--- src/logic/iq_pkg.sv ---
package iq_pkg;

    // Queue geometry.
    localparam int IQ_DEPTH  = 16;
    localparam int IQ_ADDR_W = 4;
    localparam int IQ_CNT_W  = 5;

    // Lanes in and out per cycle.
    localparam int DISPATCH_WIDTH = 4;
    localparam int DISPATCH_CNT_W = 3;
    localparam int ISSUE_WIDTH    = 2;
    localparam int ISSUE_CNT_W    = 2;

    typedef logic [IQ_ADDR_W-1:0]      iq_addr_t;
    typedef logic [IQ_CNT_W-1:0]       iq_count_t;
    typedef logic [DISPATCH_CNT_W-1:0] dispatch_count_t;
    typedef logic [ISSUE_CNT_W-1:0]    issue_count_t;

endpackage

--- src/logic/uop_pkg.sv ---
package uop_pkg;

    // Field widths of a micro-op.
    localparam int DATA_W   = 16;
    localparam int OPCODE_W = 3;
    localparam int TAG_W    = 6;
    localparam int UOP_W    = TAG_W + OPCODE_W + 2 * DATA_W;

    // Bit offsets, tag at the top and operand b at the bottom.
    localparam int B_LSB      = 0;
    localparam int A_LSB      = B_LSB + DATA_W;
    localparam int OPCODE_LSB = A_LSB + DATA_W;
    localparam int TAG_LSB    = OPCODE_LSB + OPCODE_W;

    typedef logic [DATA_W-1:0]   data_t;
    typedef logic [OPCODE_W-1:0] opcode_t;
    typedef logic [TAG_W-1:0]    tag_t;
    typedef logic [UOP_W-1:0]    uop_t;

    // ALU operations. Code 7 yields zero.
    localparam opcode_t OP_ADD = 3'd0;
    localparam opcode_t OP_SUB = 3'd1;
    localparam opcode_t OP_AND = 3'd2;
    localparam opcode_t OP_OR  = 3'd3;
    localparam opcode_t OP_XOR = 3'd4;
    localparam opcode_t OP_SHL = 3'd5;
    localparam opcode_t OP_SHR = 3'd6;

endpackage
--- src/logic/iq_core.sv ---
`timescale 1ns/1ps

module iq_core (
    input  logic                                                clk,
    input  logic                                                rst_n,
    input  logic                                                group_valid,
    input  logic [iq_pkg::DISPATCH_WIDTH-1:0]                   lane_valid,
    input  uop_pkg::uop_t [iq_pkg::DISPATCH_WIDTH-1:0]          group_ops,
    input  iq_pkg::issue_count_t                                issue_slots,
    output logic                                                group_ready,
    output iq_pkg::iq_count_t                                   occupancy,
    output logic [iq_pkg::ISSUE_WIDTH-1:0]                      result_valid,
    output uop_pkg::tag_t [iq_pkg::ISSUE_WIDTH-1:0]             result_tag,
    output uop_pkg::data_t [iq_pkg::ISSUE_WIDTH-1:0]            result_data
);

    uop_pkg::uop_t [iq_pkg::DISPATCH_WIDTH-1:0]    write_ops;
    iq_pkg::dispatch_count_t                       write_count;
    iq_pkg::iq_count_t                             free_slots;
    uop_pkg::uop_t [iq_pkg::ISSUE_WIDTH-1:0]       read_ops;
    iq_pkg::issue_count_t                          ready_count;
    iq_pkg::issue_count_t                          read_count;

    dispatch_stage u_dispatch_stage (
        .clk         (clk),
        .rst_n       (rst_n),
        .group_valid (group_valid),
        .lane_valid  (lane_valid),
        .group_ops   (group_ops),
        .free_slots  (free_slots),
        .group_ready (group_ready),
        .write_ops   (write_ops),
        .write_count (write_count)
    );

    issue_queue u_issue_queue (
        .clk         (clk),
        .rst_n       (rst_n),
        .write_ops   (write_ops),
        .write_count (write_count),
        .read_count  (read_count),
        .read_ops    (read_ops),
        .ready_count (ready_count),
        .free_slots  (free_slots),
        .occupancy   (occupancy)
    );

    issue_alu u_issue_alu (
        .clk          (clk),
        .rst_n        (rst_n),
        .read_ops     (read_ops),
        .ready_count  (ready_count),
        .issue_slots  (issue_slots),
        .read_count   (read_count),
        .result_valid (result_valid),
        .result_tag   (result_tag),
        .result_data  (result_data)
    );

endmodule

--- src/logic/issue_alu.sv ---
`timescale 1ns/1ps

module issue_alu (
    input  logic                                                clk,
    input  logic                                                rst_n,
    input  uop_pkg::uop_t [iq_pkg::ISSUE_WIDTH-1:0]             read_ops,
    input  iq_pkg::issue_count_t                                ready_count,
    input  iq_pkg::issue_count_t                                issue_slots,
    output iq_pkg::issue_count_t                                read_count,
    output logic [iq_pkg::ISSUE_WIDTH-1:0]                      result_valid,
    output uop_pkg::tag_t [iq_pkg::ISSUE_WIDTH-1:0]             result_tag,
    output uop_pkg::data_t [iq_pkg::ISSUE_WIDTH-1:0]            result_data
);

    uop_pkg::data_t [iq_pkg::ISSUE_WIDTH-1:0]    alu_out;

    function automatic uop_pkg::data_t alu_eval(
        input uop_pkg::opcode_t op,
        input uop_pkg::data_t   a,
        input uop_pkg::data_t   b
    );
        uop_pkg::data_t r;
        case (op)
            uop_pkg::OP_ADD: r = a + b;
            uop_pkg::OP_SUB: r = a - b;
            uop_pkg::OP_AND: r = a & b;
            uop_pkg::OP_OR:  r = a | b;
            uop_pkg::OP_XOR: r = a ^ b;
            uop_pkg::OP_SHL: r = a << b[3:0];
            uop_pkg::OP_SHR: r = a >> b[3:0];
            default:         r = '0;
        endcase
        return r;
    endfunction

    // Never take more than is ready.
    assign read_count = (issue_slots < ready_count) ? issue_slots : ready_count;

    always_comb begin
        for (int i = 0; i < iq_pkg::ISSUE_WIDTH; i++) begin
            alu_out[i] = alu_eval(
                read_ops[i][uop_pkg::OPCODE_LSB +: uop_pkg::OPCODE_W],
                read_ops[i][uop_pkg::A_LSB +: uop_pkg::DATA_W],
                read_ops[i][uop_pkg::B_LSB +: uop_pkg::DATA_W]
            );
        end
    end

    always_ff @(posedge clk) begin
        if (!rst_n) begin
            result_valid <= '0;
        end else begin
            // Port 0 is always the older one.
            for (int i = 0; i < iq_pkg::ISSUE_WIDTH; i++) begin
                result_valid[i] <= (iq_pkg::issue_count_t'(i) < read_count);
            end
        end
    end

    always_ff @(posedge clk) begin
        for (int i = 0; i < iq_pkg::ISSUE_WIDTH; i++) begin
            result_tag[i]  <= read_ops[i][uop_pkg::TAG_LSB +: uop_pkg::TAG_W];
            result_data[i] <= alu_out[i];
        end
    end

endmodule

--- src/logic/issue_queue.sv ---
`timescale 1ns/1ps

module issue_queue (
    input  logic                                                clk,
    input  logic                                                rst_n,
    input  uop_pkg::uop_t [iq_pkg::DISPATCH_WIDTH-1:0]          write_ops,
    input  iq_pkg::dispatch_count_t                             write_count,
    input  iq_pkg::issue_count_t                                read_count,
    output uop_pkg::uop_t [iq_pkg::ISSUE_WIDTH-1:0]             read_ops,
    output iq_pkg::issue_count_t                                ready_count,
    output iq_pkg::iq_count_t                                   free_slots,
    output iq_pkg::iq_count_t                                   occupancy
);

    uop_pkg::uop_t        mem [iq_pkg::IQ_DEPTH];
    iq_pkg::iq_addr_t     wr_ptr;
    iq_pkg::iq_addr_t     rd_ptr;
    iq_pkg::iq_count_t    count;

    // Up to four entries land at consecutive slots from the write pointer.
    always_ff @(posedge clk) begin
        for (int i = 0; i < iq_pkg::DISPATCH_WIDTH; i++) begin
            if (iq_pkg::dispatch_count_t'(i) < write_count) begin
                mem[wr_ptr + iq_pkg::iq_addr_t'(i)] <= write_ops[i];
            end
        end
    end

    always_ff @(posedge clk) begin
        if (!rst_n) begin
            wr_ptr <= '0;
            rd_ptr <= '0;
            count  <= '0;
        end else begin
            wr_ptr <= wr_ptr + iq_pkg::iq_addr_t'(write_count);
            rd_ptr <= rd_ptr + iq_pkg::iq_addr_t'(read_count);
            // Simultaneous write and read net out here.
            count  <= count + iq_pkg::iq_count_t'(write_count)
                            - iq_pkg::iq_count_t'(read_count);
        end
    end

    // Oldest entries first. Empty lanes read as zero.
    always_comb begin
        for (int i = 0; i < iq_pkg::ISSUE_WIDTH; i++) begin
            if (count > iq_pkg::iq_count_t'(i)) begin
                read_ops[i] = mem[rd_ptr + iq_pkg::iq_addr_t'(i)];
            end else begin
                read_ops[i] = '0;
            end
        end
    end

    always_comb begin
        if (count >= iq_pkg::iq_count_t'(iq_pkg::ISSUE_WIDTH)) begin
            ready_count = iq_pkg::issue_count_t'(iq_pkg::ISSUE_WIDTH);
        end else begin
            ready_count = count[iq_pkg::ISSUE_CNT_W-1:0];
        end
    end

    assign free_slots = iq_pkg::iq_count_t'(iq_pkg::IQ_DEPTH) - count;
    assign occupancy  = count;

endmodule

--- src/logic/dispatch_stage.sv ---
`timescale 1ns/1ps

module dispatch_stage (
    input  logic                                                clk,
    input  logic                                                rst_n,
    input  logic                                                group_valid,
    input  logic [iq_pkg::DISPATCH_WIDTH-1:0]                   lane_valid,
    input  uop_pkg::uop_t [iq_pkg::DISPATCH_WIDTH-1:0]          group_ops,
    input  iq_pkg::iq_count_t                                   free_slots,
    output logic                                                group_ready,
    output uop_pkg::uop_t [iq_pkg::DISPATCH_WIDTH-1:0]          write_ops,
    output iq_pkg::dispatch_count_t                             write_count
);

    uop_pkg::tag_t                                     tag_cnt;
    uop_pkg::uop_t [iq_pkg::DISPATCH_WIDTH-1:0]        packed_ops;
    iq_pkg::dispatch_count_t                           lane_count;
    iq_pkg::dispatch_count_t                           space;
    logic                                              accept;

    // Compact valid lanes downward and stamp tags in order.
    always_comb begin
        iq_pkg::dispatch_count_t pos;
        pos = '0;
        packed_ops = '0;
        for (int i = 0; i < iq_pkg::DISPATCH_WIDTH; i++) begin
            if (lane_valid[i]) begin
                packed_ops[pos[1:0]] = group_ops[i];
                packed_ops[pos[1:0]][uop_pkg::TAG_LSB +: uop_pkg::TAG_W] =
                    tag_cnt + uop_pkg::tag_t'(pos);
                pos = pos + 1'b1;
            end
        end
        lane_count = pos;
    end

    // Free space clipped to one full group.
    always_comb begin
        if (free_slots >= iq_pkg::iq_count_t'(iq_pkg::DISPATCH_WIDTH)) begin
            space = iq_pkg::dispatch_count_t'(iq_pkg::DISPATCH_WIDTH);
        end else begin
            space = free_slots[iq_pkg::DISPATCH_CNT_W-1:0];
        end
    end

    assign group_ready = (space >= lane_count);
    assign accept      = group_valid && group_ready;
    assign write_ops   = packed_ops;
    assign write_count = accept ? lane_count : '0;

    always_ff @(posedge clk) begin
        if (!rst_n) begin
            tag_cnt <= '0;
        end else begin
            // Wraps at 64.
            tag_cnt <= tag_cnt + uop_pkg::tag_t'(write_count);
        end
    end

endmodule

--- config.mk ---
export PLATFORM = sky130hd
export DESIGN_NAME = iq_core
export DESIGN_NICKNAME = d
export VERILOG_FILES = /design/src/logic/iq_pkg.sv /design/src/logic/uop_pkg.sv /design/src/logic/iq_core.sv /design/src/logic/issue_alu.sv /design/src/logic/issue_queue.sv /design/src/logic/dispatch_stage.sv
export SDC_FILE = /design/constraint.sdc
export NUM_CORES = 2
export LEC_CHECK = 0
export BUFFER_PORTS_ARGS = -buffer_cell sky130_fd_sc_hd__buf_4
export CORE_ASPECT_RATIO = 2
export CORE_MARGIN = 2
export CORE_UTILIZATION = 40
export CTS_BUF_LIST = sky130_fd_sc_hd__clkbuf_4 sky130_fd_sc_hd__clkbuf_8 sky130_fd_sc_hd__clkbuf_16
export DETAILED_ROUTE_END_ITERATION = 10
export PLACE_DENSITY = 0.61
export SYNTH_ARGS = -nofsm -noshare
export SYNTH_HDL_FRONTEND = slang
export SYNTH_SLANG_ARGS = --single-unit
--- constraint.sdc ---
create_clock -name clk -period 20.1 [get_ports clk]
set_input_delay 3.015 -clock clk [delete_from_list [all_inputs] [get_ports clk]]
set_output_delay 3.015 -clock clk [all_outputs]
set_load 0.02 [all_outputs]
==> results.md <==
- Largest net degree at the start of global routing: 139
- Slew Viols, Final: 0
- First-pass GRT wire length: 410 mm
- Mapped Area: 62600 um2
- Maximum fanout along the worst path: 43
- Post-CTS Resized: 0
- Post-synthesis net count: 6589
- HPWL Detailed: 178 mm
- Post-Syn Instances: 6269
- Adder-cell share of the synthesized area: 0.0304
- Syn. warnings: 0
- Status: completed
- Critical Path AT: 6.83 ns
- Relative slew slack: 0.0433
- MaxCap Viol Count: 0
- Post-CTS Hold Fix Bufs: 0
- Die Ht: 564 um
- Mean Syn Cell Area: 9.99 um2
- Worst vdd ir: 0.124 mV
- # rows: 205
- Mux cell area share after synthesis: 0.280
- Sink Count: 721
- DR WL/cell: 36.2 um
- LEAKAGE: 23.6 nW
- Crit path cell chain: buf_4 -> inv_1 -> ha_1 -> and2_2 -> nor2_1 -> ha_1 -> nand2_4 -> xnor2_1 -> inv_1 -> ha_1 -> a21o_1 -> buf_4
- Vias per cell: 7.18
- RD Place Congestion: 1.02
- Slowest CP cell: nand2_4
- Critical path type: in -> out
- Simple-Gate Fraction of Synth Area: 0.0896
- CP max stage delay: 0.55 ns
- Most frequent CP cell: ha_1
- Setup crit start: lane_valid[0]
- Post-synth EDFFs: 656
- Final instance area: 68100 um2
- RSZ-0062 raised after global routing: no
- Die X: 284 um
- Router iterations before antenna repair: 8
- Min cycle time layout: 9.85 ns
- Tcrit/Tclk final: 0.490
- Core Footprint: 156000 um2
- Routed Antenna Nets: 0
- Worst Tran Pin Value: 1.43 ns
- DRC viols: 0
- Seq/Total Area, Yosys: 0.335
- Initial Util: 0.402
- CTS max path bufs: 3
- Final hold vios: 0
- Post-layout nets: 6331
- Clock latency on the worst-skew pair: 0.69 ns
- Overall power: 11.9 mW
- Synth Area in Compound Gates: 0.195
- Hold WC Path Type: reg -> reg
- IO Pins: 225
- Final TNS setup: 0 ns
- Final setup fails: 0
- Full die area: 160000 um2
- #FFs+latches synth: 721
- CTS buffer count: 75
- Vias in the first global route: 56100
- Fmax: 0.102 GHz
- GRT Util Overall: 0.357
- Placed cell areas: 65600 um2
- Area Growth Syn to Fin: 8.76%
- IO Port Bufs: 200
- Combinational family with the most area after synthesis: multiplexers
- CTS H-Tree Depth: 3
- Skew final: 0.0348 ns
- Layout cells sized above 1: 0.168
- CP Capture Type: output pin
- Clock root cell: clkbuf_16
- R2R Path Start: u_issue_queue.rd_ptr[2]
- Critical Path RT: 17.09 ns
- HP Start: u_dispatch_stage.tag_cnt[5]
- Clock slew at reported path FFs: 0.06 ns
- Hold Slack: 0.718 ns
- Async set-or-reset flop fraction in the synthesized netlist: 0
- PD cells: 175 nW/um2
- GR Overflow Total: 0
- Post-synthesis xor/xnor area fraction: 0.0107
- Setup Fix Bufs, Post-CTS: 0
- Post-Route WL: 295 mm
- Initial antenna violation count: 15
- Vias post-DR: 58500
- CTS tree: yes
- Main synth FF type: edfxtp_1
- Iter 0 DRT Violations: 9235
- CP Launch Type: input port
- Library cells used by synthesis: 92
==> final timing paths <==
check,slack [ns],cells past startpoint,to
worst min register to register,0.72,2,u_dispatch_stage.tag_cnt[5]
worst max register to register,11.72,20,u_issue_alu.result_data[31]
worst max-delay path,10.25,12,group_ready
worst min-delay path,0.72,2,u_dispatch_stage.tag_cnt[5]
==> power by group <==
| part | internal, mW | switching [mW] |
|---|---|---|
| combinational | 3.19 | 5.17 |
| sequential | 1.94 | 0.141 |
| clock | 0.817 | 0.675 |
==> kinds of logic (layout without fill, tap and decap cells) <==
family | Yosys count | count (layout)
AO/OA/AOI/OAI | 1893 | 1893
buffers and inverters | 853 | 654
adder cells (fa/ha/maj) | 147 | 147
flip-flops | 721 | 721
AND/OR/NAND/NOR | 1302 | 1302
XOR/XNOR | 75 | 75
other | 0 | 10
multiplexers | 1278 | 1278
==> synthesized netlist by cell type, types with 8 or more instances <==
master      n  area share
a21o_1     19      0.0023
a21oi_1   810       0.065
xor2_1     21      0.0029
o21ai_0    60      0.0048
or3b_2      9      0.0013
o22ai_1    24      0.0024
a221o_1    45      0.0072
fa_1        9      0.0029
o22a_1     27      0.0038
nand4_1     8     0.00080
o211ai_1   36      0.0043
o21ai_1    47      0.0038
dfxtp_1    65       0.021
nand2b_1   12      0.0012
and3_1     52      0.0052
xnor2_1    53      0.0074
mux4_2    323        0.12
a22oi_1    56      0.0067
nand2_1   161      0.0096
mux4_1     37       0.016
nand3_1    25      0.0020
or3_1       9     0.00090
clkbuf_1  567       0.034
inv_1      95      0.0057
or2_2       9     0.00090
a31o_2      8      0.0011
buf_1      55      0.0033
buf_6      21      0.0038
buf_2      62      0.0050
mux2_2     28      0.0050
a221oi_1   44      0.0062
mux2i_1   887        0.14
nor3_1     82      0.0066
a211oi_1  605       0.073
and2_1     56      0.0056
buf_4      26      0.0031
nor2b_1    23      0.0023
nor2_1    823       0.049
ha_1      138       0.028
o21a_1     10      0.0012
a31oi_1    16      0.0016
o221ai_1    9      0.0013
edfxtp_1  656        0.31
==> registers in the layout, summed over array words and instances, names as in the netlist <==
name / cells
u_issue_queue.occupancy: 5
u_issue_queue.rd_ptr: 4
u_issue_queue.wr_ptr: 4
u_issue_alu.result_tag: 12
u_issue_alu.result_data: 32
u_issue_queue.mem: 656
u_dispatch_stage.tag_cnt: 6
u_issue_alu.result_valid: 2
==> worst max-delay path, delay by kind of cell <==
| kind | cells | cell delay, ns |
|---|---|---|
| AO/OA/AOI/OAI | 1 | 0.26 |
| XOR/XNOR | 1 | 0.52 |
| AND/OR/NAND/NOR | 3 | 1.10 |
| buffers and inverters | 4 | 1.03 |
| adder cells (fa/ha/maj) | 3 | 0.86 |
==> metrics by stage <==
step	util	setup slack, ns	std cells
after CTS	0.437	10.33	8136
after detailed placement	0.421	9.88	8000
final	0.438	10.25	8150
after floorplan	-	11.54	6269
after global placement	0.421	10.02	8000
after global routing	0.437	10.14	8141
==> cell usage in the layout, fill, tap and decap left out, types with 61 or more instances in the layout <==
cell type	Yosys	final
nor2_1	823	807
inv_1	95	95
dfxtp_1	65	61
buf_4	26	412
mux2i_1	887	886
clkbuf_16	0	79
mux4_2	323	323
nand2_1	161	136
ha_1	138	137
edfxtp_1	656	656
a211oi_1	605	604
a21oi_1	810	807
nor3_1	82	78
==> layer usage <==
metal | GRT usage | wire length, um | vias to the layer above
met5 | 0 | 64 | -
met4 | 0.315 | 30600 | 10
met3 | 0.103 | 37900 | 1537
met2 | 0.551 | 130000 | 4911
met1 | 0.402 | 96200 | 28400
li1 | - | - | 23700
==> layout make-up <==
type                            count  area [um2]
Antenna cell                       10        25.0
Clock buffer                       96        2130
Clock inverter                     40         345
Fill cell                       14700       87600
Inverter                          104         403
Multi-Input combinational cell   4695       38500
Sequential cell                   721       21000
Tap cell                         2070        2590
Timing Repair Buffer              414        3130
(Power assumes the default switching activity.)
